`src/source/vgpo_num_pkg.sv`:
```
/*
 * VGPO numeric formats
 * Q8.8 velocity word plus the wider acceleration and CPI statistics types
 */
`default_nettype none

package vgpo_num_pkg;

    // Velocity word width, Q8.8 m/s
    parameter int VEL_W = 16;

    // Signed Q8.8 velocity sample
    typedef logic signed [VEL_W-1:0] velocity_t;

    // Acceleration per pulse, same Q8.8 scale
    // Wide enough for any difference of two velocities
    typedef logic signed [31:0] accel_t;

    // Running velocity sum over one CPI
    typedef logic signed [31:0] vsum_t;

    // Running sum of squares, Q16.16 per term
    typedef logic signed [63:0] vsumsq_t;

    // Samples seen in the current CPI
    typedef logic [7:0] count_t;

endpackage

`default_nettype wire

```
`src/source/vgpo_cfg_pkg.sv`:
```
/*
 * VGPO detector configuration
 * Default thresholds and the reason code layout
 */
`default_nettype none

package vgpo_cfg_pkg;

    // 50 m/s^2 in Q8.8
    parameter vgpo_num_pkg::velocity_t DEFAULT_MAX_ACCEL = 16'sd12800;

    // Velocity noise budget, squared Q8.8 units
    parameter logic [31:0] DEFAULT_MAX_VARIANCE = 32'd300000;

    // Reason code, 0 none, 1 accel, 2 variance, 3 both
    typedef logic [1:0] reason_t;

    // Bit positions inside reason_t
    parameter int REASON_ACCEL_BIT = 0;
    parameter int REASON_VAR_BIT   = 1;

endpackage

`default_nettype wire

```
`src/source/accel_monitor.sv`:
```
/*
 * Acceleration monitor
 * First difference against the previous velocity of the track,
 * threshold check and running CPI maximum of |accel|
 */
`timescale 1ns/100ps
`default_nettype none

module accel_monitor #(
    parameter int NUM_TRACKS = 4,
    localparam int TID_W = $clog2(NUM_TRACKS)
) (
    input  logic                      clk,
    input  logic                      rst_n,
    input  logic                      accept,
    input  logic                      advance,
    input  logic [TID_W-1:0]          track_id,
    input  vgpo_num_pkg::velocity_t   velocity,
    input  logic                      cpi_start,
    input  vgpo_num_pkg::velocity_t   cfg_max_accel,
    output logic                      acc_valid,
    output logic [TID_W-1:0]          acc_track_id,
    output logic                      acc_exceeded,
    output vgpo_num_pkg::accel_t      acc_max
);

    // Per-track state
    vgpo_num_pkg::velocity_t prev_vel [NUM_TRACKS];
    vgpo_num_pkg::accel_t    cpi_max  [NUM_TRACKS];
    logic [NUM_TRACKS-1:0]   has_prev;

    vgpo_num_pkg::accel_t cur_accel;
    vgpo_num_pkg::accel_t cur_abs;
    vgpo_num_pkg::accel_t cur_max;
    vgpo_num_pkg::accel_t eff_max_accel;

    // Zero override selects the default limit
    assign eff_max_accel = (cfg_max_accel != '0) ?
                           vgpo_num_pkg::accel_t'(cfg_max_accel) :
                           vgpo_num_pkg::accel_t'(vgpo_cfg_pkg::DEFAULT_MAX_ACCEL);

    always_comb begin
        // First sample of a track has no reference, report zero
        if (has_prev[track_id]) begin
            cur_accel = vgpo_num_pkg::accel_t'(velocity)
                      - vgpo_num_pkg::accel_t'(prev_vel[track_id]);
        end else begin
            cur_accel = '0;
        end
        cur_abs = (cur_accel < 0) ? -cur_accel : cur_accel;
        // CPI start restarts the maximum with this sample
        if (cpi_start || (cur_abs > cpi_max[track_id])) begin
            cur_max = cur_abs;
        end else begin
            cur_max = cpi_max[track_id];
        end
    end

    // Track memory, previous velocity kept across CPIs
    always_ff @(posedge clk or negedge rst_n) begin
        if (!rst_n) begin
            for (int t = 0; t < NUM_TRACKS; t++) begin
                prev_vel[t] <= '0;
                cpi_max[t]  <= '0;
            end
            has_prev <= '0;
        end else if (accept) begin
            prev_vel[track_id] <= velocity;
            cpi_max[track_id]  <= cur_max;
            has_prev[track_id] <= 1'b1;
        end
    end

    // Stage 1 valid, frozen while stalled
    always_ff @(posedge clk or negedge rst_n) begin
        if (!rst_n) begin
            acc_valid <= 1'b0;
        end else if (advance) begin
            acc_valid <= accept;
        end
    end

    // Stage 1 payload
    always_ff @(posedge clk) begin
        if (accept) begin
            acc_track_id <= track_id;
            acc_exceeded <= (cur_abs > eff_max_accel);
            acc_max      <= cur_max;
        end
    end

    // A sample taken during a stall would overwrite the frozen stage 1 result
    assert property (@(posedge clk) disable iff (!rst_n)
        accept |-> advance)
    else $error("accel_monitor: sample accepted while the pipeline is stalled");

endmodule

`default_nettype wire

```
`config.mk`:
```
export PLATFORM = sky130hd
export DESIGN_NAME = accel_monitor
export DESIGN_NICKNAME = d
export VERILOG_FILES = /design/src/source/vgpo_num_pkg.sv /design/src/source/vgpo_cfg_pkg.sv /design/src/source/accel_monitor.sv
export SDC_FILE = /design/constraint.sdc
export NUM_CORES = 1
export LEC_CHECK = 0
export ABC_AREA = 1
export BUFFER_PORTS_ARGS = -buffer_cell sky130_fd_sc_hd__buf_2
export CORE_MARGIN = 10
export CORE_UTILIZATION = 59
export DETAILED_ROUTE_END_ITERATION = 8
export HOLD_SLACK_MARGIN = 0.15
export PLACE_DENSITY_LB_ADDON = 0.2
export SYNTH_ARGS = -nofsm -noshare
export SYNTH_HDL_FRONTEND = slang
export SYNTH_SLANG_ARGS = --single-unit
```
`constraint.sdc`:
```
create_clock -name clk -period 5.6 [get_ports clk]
set_input_delay 1.12 -clock clk [delete_from_list [all_inputs] [get_ports clk]]
set_output_delay 1.12 -clock clk [all_outputs]
set_load 0.005 [all_outputs]
```
==> results_dict.tcl <==
set metrics [dict create \
    outcome "finished, final reports clean" \
    power_mw 6.017 \
    cp_data_arrival_time_ps 5880 \
    cts_root_buf "clkbuf_16" \
    period_share_pct 96.98 \
    synth_area_per_cell_um2 8.531 \
    cts_made_buffers 25 \
    cts_tree "yes" \
    hp-class "flip-flop to flip-flop" \
    worstPathMaxFanout 12 \
    final_cell_mix "409 x nand2_1, 197 x dfrtp_1, 158 x o21ai_0" \
    finalSetupViolCount 0 \
    drive_above_1_share_pct 20.91 \
    grt_pass1_vias 11449 \
    path_common_cell "nand2_1" \
    clock_latency_ps 550 \
    antenna_found_initial 0 \
    start_util_pct 59.59 \
    syn2layout_area_growth_pct 21.71 \
    syn_inst 1515 \
    grt_pass1_wl_um 56580 \
    finalWeightedCongestion 0.9554 \
    vias 11484 \
    num_antenna_cells 0 \
    finalNonFillerCells 2035 \
    h-tree-depth 1 \
    place_hpwl_um 23780 \
    nets 1858 \
    cp_slowest_cell "ha_1" \
    report.final.slew_viol_count 0 \
    clk_pin_slew_ps 60 \
    peakVddDrop_mv 0.2666 \
    synth_seq_area_share_pct 46.27 \
    max_freq_ghz 0.1841 \
    dp_cells 1984 \
    grt.total_usage_pct 23.84 \
    firstDrtPassIters 5 \
    vias_per_cell 5.643 \
    worst_pin_slew_ps 963.4 \
    ys.flop_type "dfrtp_1" \
    grt_max_degree 109 \
    synth-edff-count 35 \
    clock_sinks 232 \
    fin_skew_ps 12.91 \
    yosys_warnings 0 \
    die_h_um 168.0 \
    synth_area_um2 12920 \
    drv_cap 0 \
    holdWs_ps 458.4 \
    critPathLaunchType "input port" \
    cts_buffer_depth 3 \
    slew_headroom_pct 35.68 \
    critical_path_class "input port to flip-flop" \
    cp.required_ps 6050 \
    die_w_um 168.0 \
    ant_nets 0 \
    grt.overflow.total 0 \
    drc_errors 0 \
    yosys_register_bits 232 \
    dieArea_um2 28230 \
    max_stage_delay_ps 390 \
    wirelength_um 34300 \
    end_kind "flip-flop" \
    drt-initial-drc-count 927 \
    port_buffers 74 \
    leakage_nw 7.875 \
    routedWlPerCell_um 16.85 \
    synth_cell_types 51 \
    final_common_cell "nand2_1" \
    finalHoldViolations 0 \
    setup_ws_ps 169.0 \
    period_needed_ps 5431 \
    core_um2 21690 \
    synthArstFlopShare_pct 84.91 \
    dp_slack_ps -443.3 \
    std_cell_rows 54 \
    powerDensity_nw_per_um2 382.5 \
    fill_cells 1642 \
    num_io_pins 75 \
]
==> where the power goes <==
group          switching [mW]  leakage [nW]  total (mW)  internal [mW]
Sequential              0.145          2.87        2.16           2.01
Clock                   0.691         0.408        1.65          0.962
Combinational            1.21          4.59        2.21          0.992
Total                    2.05          7.87        6.02           3.97
==> metrics by stage <==
step / cell area [um2] / utilization [%] / TNS (ps)
2_1_floorplan: 13040 / - / 0
3_3_place_gp: 14720 / 67.88 / -39540
3_5_place_dp: 14720 / 67.88 / -51280
4_1_cts: 15550 / 71.71 / 0
5_1_grt: 15730 / 72.53 / -6004
6_report: 15730 / 72.53 / 0
==> Yosys cell counts, drive strengths merged (2+ instances only) <==
cell    number  area share (%)
nand2      430              13
dfrtp      197              38
o21ai      170             6.6
inv        153             4.5
nand3      109             4.6
ha          82             7.9
nor2        71             2.9
a21oi       47             1.8
a221oi      45             3.0
clkbuf      45             1.3
a22o        43             2.9
edfxtp      35             8.1
buf         19            0.97
and2        12            0.58
nand4       12            0.58
xor2         6            0.52
nor4         5            0.41
o21bai       5            0.32
a22oi        4            0.23
nand3b       4            0.23
nor3         3            0.12
o22ai        3            0.15
or2          3            0.15
xnor2        3            0.20
o21a         2            0.12
==> area by class of cell <==
| class | instances | area [um2] | share of cell area (%) |
|---|---|---|---|
| inverter | 154 | 583.1 | 3.706 |
| clock inverter | 5 | 42.54 | 0.2704 |
| timing repair buffer | 229 | 1689 | 10.74 |
| tap | 280 | 350.3 | 2.227 |
| sequential | 232 | 5981 | 38.02 |
| multi-input combinational | 1094 | 6299 | 40.04 |
| clock buffer | 41 | 787.0 | 5.003 |
==> worst max-delay path: cells and delay by family <==
kind	cells	cell delay, ps
AOI/OAI and AO/OA	6	820
buffers and inverters	7	930
adders and majority gates	2	710
and+or+nand+nor	21	2260
==> final timing paths <==
kind,startpoint,to,slack [ps],cells after the start
max reg2reg,prev_vel[55],cpi_max[61],930,32
min in group asynchronous,rst_n,cpi_max[56],610,1
min,has_prev[3],has_prev[3],460,2
min reg2reg,has_prev[3],has_prev[3],460,2
max in group asynchronous,rst_n,cpi_max[77],3930,2
max,track_id[1],cpi_max[61],170,36
==> sequential cells by signal, summed over array words and instances, names as in the netlist <==
| register | count |
|---|---|
| cpi_max | 128 |
| prev_vel | 64 |
| acc_max | 32 |
| has_prev | 4 |
| acc_track_id | 2 |
| acc_exceeded | 1 |
| acc_valid | 1 |
==> metal layers <==
metal	wire [um]	share of wire [%]	global-route usage, %
met4	1106	3.2	7.419
met1	14740	43	31.17
met3	2149	6.3	3.562
met2	16300	48	39.98
met5	0	0	0
==> logic make-up (layout without fill, tap and decap cells) <==
kind of cell / count (synthesis) / after routing / synth area share, %
simple gates: 650 / 650 / 22.57
compound gates: 322 / 322 / 15.55
flops: 232 / 232 / 46.27
buf+inv: 218 / 429 / 6.767
fa+ha+maj: 83 / 83 / 8.093
xor+xnor: 9 / 9 / 0.7260
other cells: 1 / 30 / 0.02901
==> timing repair <==
| item | CTS | global route |
|---|---|---|
| hold buffers | 0 | 0 |
| setup endpoints to repair | 0 | 160 |
| resized for setup | 0 | 29 |
| setup buffers | 0 | 4 |
Note: power is estimated with default switching activity, not from simulation.
