## config.mk

```make
export PLATFORM = sky130hd
export DESIGN_NAME = verdict_merge
export DESIGN_NICKNAME = d
export VERILOG_FILES = /design/src/source/vgpo_num_pkg.sv /design/src/source/vgpo_cfg_pkg.sv /design/src/source/verdict_merge.sv
export SDC_FILE = /design/constraint.sdc
export NUM_CORES = 1
export LEC_CHECK = 0
export ABC_CLOCK_PERIOD_IN_PS = 1200
export BUFFER_PORTS_ARGS = -buffer_cell sky130_fd_sc_hd__buf_2
export CELL_PAD_IN_SITES_DETAIL_PLACEMENT = 0
export CELL_PAD_IN_SITES_GLOBAL_PLACEMENT = 1
export CORE_MARGIN = 2
export CORE_UTILIZATION = 32
export CTS_CLUSTER_DIAMETER = 80
export DETAILED_ROUTE_END_ITERATION = 8
export GPL_TIMING_DRIVEN = 0
export PLACE_DENSITY = 0.82
export SLEW_MARGIN = 0
export SYNTH_ARGS = -nofsm -noshare
export SYNTH_HDL_FRONTEND = slang
export SYNTH_SLANG_ARGS = --single-unit
```

## constraint.sdc

```tcl
create_clock -name clk -period 1.2 [get_ports clk]
set_clock_uncertainty 0.2 [all_clocks]
set_input_delay 0.24 -clock clk [delete_from_list [all_inputs] [get_ports clk]]
set_output_delay 0.24 -clock clk [all_outputs]
set_load 0.01 [all_outputs]
```

## src/source/vgpo_num_pkg.sv

```systemverilog
/*
 * VGPO numeric formats
 * Q8.8 velocity word plus the wider acceleration and CPI statistics types
 */
`default_nettype none

package vgpo_num_pkg;

    // Velocity word width, Q8.8 m/s
    parameter int VEL_W = 16;

    // Signed Q8.8 velocity sample
    typedef logic signed [VEL_W-1:0] velocity_t;

    // Acceleration per pulse, same Q8.8 scale
    // Wide enough for any difference of two velocities
    typedef logic signed [31:0] accel_t;

    // Running velocity sum over one CPI
    typedef logic signed [31:0] vsum_t;

    // Running sum of squares, Q16.16 per term
    typedef logic signed [63:0] vsumsq_t;

    // Samples seen in the current CPI
    typedef logic [7:0] count_t;

endpackage

`default_nettype wire

```

## src/source/vgpo_cfg_pkg.sv

```systemverilog
/*
 * VGPO detector configuration
 * Default thresholds and the reason code layout
 */
`default_nettype none

package vgpo_cfg_pkg;

    // 50 m/s^2 in Q8.8
    parameter vgpo_num_pkg::velocity_t DEFAULT_MAX_ACCEL = 16'sd12800;

    // Velocity noise budget, squared Q8.8 units
    parameter logic [31:0] DEFAULT_MAX_VARIANCE = 32'd300000;

    // Reason code, 0 none, 1 accel, 2 variance, 3 both
    typedef logic [1:0] reason_t;

    // Bit positions inside reason_t
    parameter int REASON_ACCEL_BIT = 0;
    parameter int REASON_VAR_BIT   = 1;

endpackage

`default_nettype wire

```

## src/source/verdict_merge.sv

```systemverilog
/*
 * Verdict merge
 * Folds both monitor flags into the registered jammer verdict
 */
`timescale 1ns/100ps
`default_nettype none

module verdict_merge #(
    parameter int NUM_TRACKS = 4,
    localparam int TID_W = $clog2(NUM_TRACKS)
) (
    input  logic                      clk,
    input  logic                      rst_n,
    input  logic                      advance,
    input  logic                      acc_valid,
    input  logic                      acc_exceeded,
    input  logic [TID_W-1:0]          acc_track_id,
    input  vgpo_num_pkg::accel_t      acc_max,
    input  logic                      var_exceeded,
    output logic                      jammer_valid,
    output logic                      jammer_detected,
    output logic [TID_W-1:0]          jammer_track_id,
    output vgpo_cfg_pkg::reason_t     jammer_reason,
    output vgpo_num_pkg::accel_t      jammer_max_accel
);

    vgpo_cfg_pkg::reason_t reason;

    always_comb begin
        reason = '0;
        reason[vgpo_cfg_pkg::REASON_ACCEL_BIT] = acc_exceeded;
        reason[vgpo_cfg_pkg::REASON_VAR_BIT]   = var_exceeded;
    end

    // Output valid, held while the consumer stalls
    always_ff @(posedge clk or negedge rst_n) begin
        if (!rst_n) begin
            jammer_valid <= 1'b0;
        end else if (advance) begin
            jammer_valid <= acc_valid;
        end
    end

    always_ff @(posedge clk) begin
        if (advance && acc_valid) begin
            jammer_track_id  <= acc_track_id;
            jammer_detected  <= |reason;
            jammer_reason    <= reason;
            jammer_max_accel <= acc_max;
        end
    end

    // Stalled stage 1 result from both monitors must wait unchanged
    assert property (@(posedge clk) disable iff (!rst_n)
        (acc_valid && !advance) |=> (acc_valid && $stable(acc_track_id)
            && $stable(acc_exceeded) && $stable(acc_max)
            && $stable(var_exceeded)))
    else $error("verdict_merge: stage 1 result changed while stalled");

endmodule

`default_nettype wire

```

==> results summary <==
The maximum frequency from static timing analysis came out at 744.9 MHz. Using the TritonRoute via totals, the vias-per-cell ratio works out to 4.207. The flow ran to the end, but the final reports show violations. The worst endpoint required time is 0.76 ns.

The initial DRC count is 13. The startpoint class of the critical path is a flop. After legalization and detailed placement, the total HPWL measured 1610 um. Sorting the synthesized cells by area gives the leading types as sky130_fd_sc_hd__edfxtp_1, sky130_fd_sc_hd__dfrtp_1, sky130_fd_sc_hd__mux2_4. The minimum clock period after layout is 1.343 ns.

The final worst-path cycle share is 1.119. The critical path arrival came out at 0.90 ns. The die is 64.34 um wide. Entering global routing, the biggest net connects 38 pins. Of the total power, the share spent switching nets is 0.2048. The number of diodes is 0. The post-detailed-route DRC marker count is 0.

Excluding fillers, the count of instances in the completed layout stands at 213. The layout overhead on the synthesized area is 80.45%. The count of yosys warnings during synthesis came out at 0. The area share of the largest cell type after synthesis came out at 0.9538.

The gate family responsible for the most delay along the worst path is flip-flops. Synthesis produced a netlist with a net count of 81. In this run the tightest slew margin relative to its limit is 0.6928. The share of total power dissipated in sequential elements is 0.573.

The number of buffers and inverters on the critical path is 1. The detailed-route wire length per cell came out at 13.66 um. Once placement completed, the tool counted placed cells totaling 164.

The part of the total power dissipated in the clock network is 0.304. Counting every instance in the synthesized netlist gives 41. The analysis attributes to net switching a power of 0.5646 mW. The mean area per synthesized cell came out at 28.41 sq um. The static leakage came out at 0.8907 nW.

Max-cap violations in this run came to 0. Global routing finished with a remaining overflow of 0. The slowest stage of the critical path is the sky130_fd_sc_hd__edfxtp_1 cell. For the pin with the worst max-slew slack, the measured transition is 0.4608 ns. The floorplan die height is 64.34 um.

The initial core utilization came out at 0.3410. The final number of max-transition violations is 0. The number of clock buffers added by TritonCTS is 5. The count of vias placed by the detailed router is 896.

The number of fill cells in the layout came out at 273. The number of global-route vias before repair was 987. Walking the worst path, the cells encountered are buf_6.

The min-delay analysis places its worst path in the category in2reg. The flip-flop and latch count after synthesis came out at 38. The initial antenna violation count came out at 0. The final setup violation count came out at 39. The synthesized netlist occupies a cell area of 0.001165 sq mm. The TritonCTS sink count came out at 38. The area of the core region is 0.003416 sq mm. During I/O placement, the number of pins put on the boundary was 78.

The portion of the post-synthesis area used by sequential elements came out at 0.9753. Setup repair after global routing could not meet its margin everywhere. The area taken by flip-flops and latches came out at 0.001136 sq mm.

The fraction of final layout cells sized beyond drive strength 1 is 0.5269. The full die area is 0.004139 sq mm. The routed design has 2909 um of wire. The final worst-path setup slack is -0.1425 ns. The residual antenna-violating net count after detailed routing is 0. The final-report hold violation count was 0.

The power density over the cells came out at 1312 mW/mm^2. The number of cell rows is 21. The critical path is of the reg2out type.

Of the total power, combinational logic draws 0.124. The overall routing resource usage came out at 0.1509. The internal cell power is 2.193 mW.

The synthesized design spends more area on one cell type than any other, namely sky130_fd_sc_hd__edfxtp_1. The detailed-routing iteration count for the pre-antenna-repair pass is 4. TritonCTS built the clock tree. The post-route setup TNS came out at -3.778 ns. In this run the clock root is driven by a sky130_fd_sc_hd__clkbuf_4. In this run the number of H-tree levels came out at 2. The weighted congestion reported at the end of routability-driven placement came out at 0.6640. Yosys mapped the design onto 5 distinct sky130hd cell types. Clock-pin slew was measured on the worst setup and hold paths at 0.11 ns.

For this run, the slowest stage of the critical path takes 0.43 ns. Clock latency on the worst-skew pair, taken at its later pin, is 0.33 ns. The worst setup path is captured at a primary output. The completed layout was analyzed and its total power is 2.758 mW.

The worst-case vdd ir drop came out at 0.9041 mV. The first-pass GRT wire length is 4464 um. The count of buffers inserted at the top-level ports came out at 77. The area occupied by multi-input gates came out at 30.03 sq um. In this run the deepest clock path goes through 2 buffers. The checks that failed: setup timing.

The maximum fanout encountered on the critical timing path came out at 1. In the final design database the tool counted 206 nets.
through the flow:
stage	utilization	cell area, sq um	setup WS, ns	hold slack, ns
final	0.6154	2102	-0.1425	0.3019
after global routing	0.6154	2102	-0.2093	0.2885
after CTS	0.6136	2096	-0.1503	0.2776
after detailed placement	0.4711	1609	-0.1642	-0.1827
after global placement	0.4711	1609	-0.1486	-0.1828
after floorplan	-	1166	0.05152	-0.2556
path summary, 6_finish.rpt:
path / start / to / slack [ns] / cells after the start
worst min register to register: jammer_valid / jammer_valid / 0.46 / 2
max in group asynchronous: rst_n / jammer_valid / 0.17 / 3
worst min-delay path: acc_valid / jammer_max_accel[28] / 0.30 / 2
worst max register to register: jammer_valid / jammer_valid / 0.09 / 2
min in group asynchronous: rst_n / jammer_valid / 0.53 / 3
worst max-delay path: jammer_max_accel[23] / jammer_max_accel[23] / -0.14 / 1
cell type report:
class / count / area share
clock buffers: 6 / 0.01964
clock inverters: 2 / 0.01786
multi-input cells: 3 / 0.01429
flip-flops and latches: 38 / 0.5405
well taps: 46 / 0.02738
repair buffers: 118 / 0.3804
synth_stat cells (all sizes together):
library cell and number:
edfxtp 37, mux2 1, or2 1, dfrtp 1
and2 1
metal layers:
| layer | wire length, um | share of wire | global-route usage | vias up |
|---|---|---|---|---|
| met5 | 0 | 0 | 0 | - |
| met4 | 34 | 0.012 | 0.06383 | 0 |
| met3 | 375 | 0.13 | 0.08627 | 5 |
| met2 | 1433 | 0.49 | 0.2513 | 62 |
| met1 | 1066 | 0.37 | 0.1546 | 416 |
| li1 | - | - | - | 413 |
registers in the layout, indices dropped and copies added, names as in the netlist:
signal            flops
jammer_detected       1
jammer_max_accel     32
jammer_reason         2
jammer_track_id       2
jammer_valid          1
cells in the final DEF, fill, tap and decap left out:
master and n:
sky130_fd_sc_hd__buf_4 1, sky130_fd_sc_hd__edfxtp_1 37, sky130_fd_sc_hd__mux2_4 1, sky130_fd_sc_hd__clkbuf_1 1
sky130_fd_sc_hd__or2_2 1, sky130_fd_sc_hd__dfrtp_1 1, sky130_fd_sc_hd__clkbuf_4 5, sky130_fd_sc_hd__dlygate4sd3_1 40
sky130_fd_sc_hd__buf_6 1, sky130_fd_sc_hd__clkinvlp_4 1, sky130_fd_sc_hd__bufinv_16 1, sky130_fd_sc_hd__and2_4 1
sky130_fd_sc_hd__buf_2 76
power groups by stage:
stage	Clock [mW]	Sequential, mW	Combinational, mW
6_report	0.838	1.58	0.341
5_1_grt	0.922	1.59	0.366
4_1_cts	0.864	1.58	0.332
3_5_place_dp	0	1.61	0.229
3_3_place_gp	0	1.60	0.224
2_1_floorplan	0	1.66	0.0263
timing repair:
action / in CTS / in global routing
endpoints found under the setup margin: 38 / 39
hold endpoints to repair: 39 / 3
gates cloned: 0 / 0
hold buffers: 40 / 2
resized for setup: 0 / 1
buffers inserted: 1 / 0
cells by family after synthesis:
group / Yosys count / share of synthesized area
mux: 1 / 0.01289
simple gates: 2 / 0.01182
flops: 38 / 0.9753
Note: power is estimated with default switching activity, not from simulation.
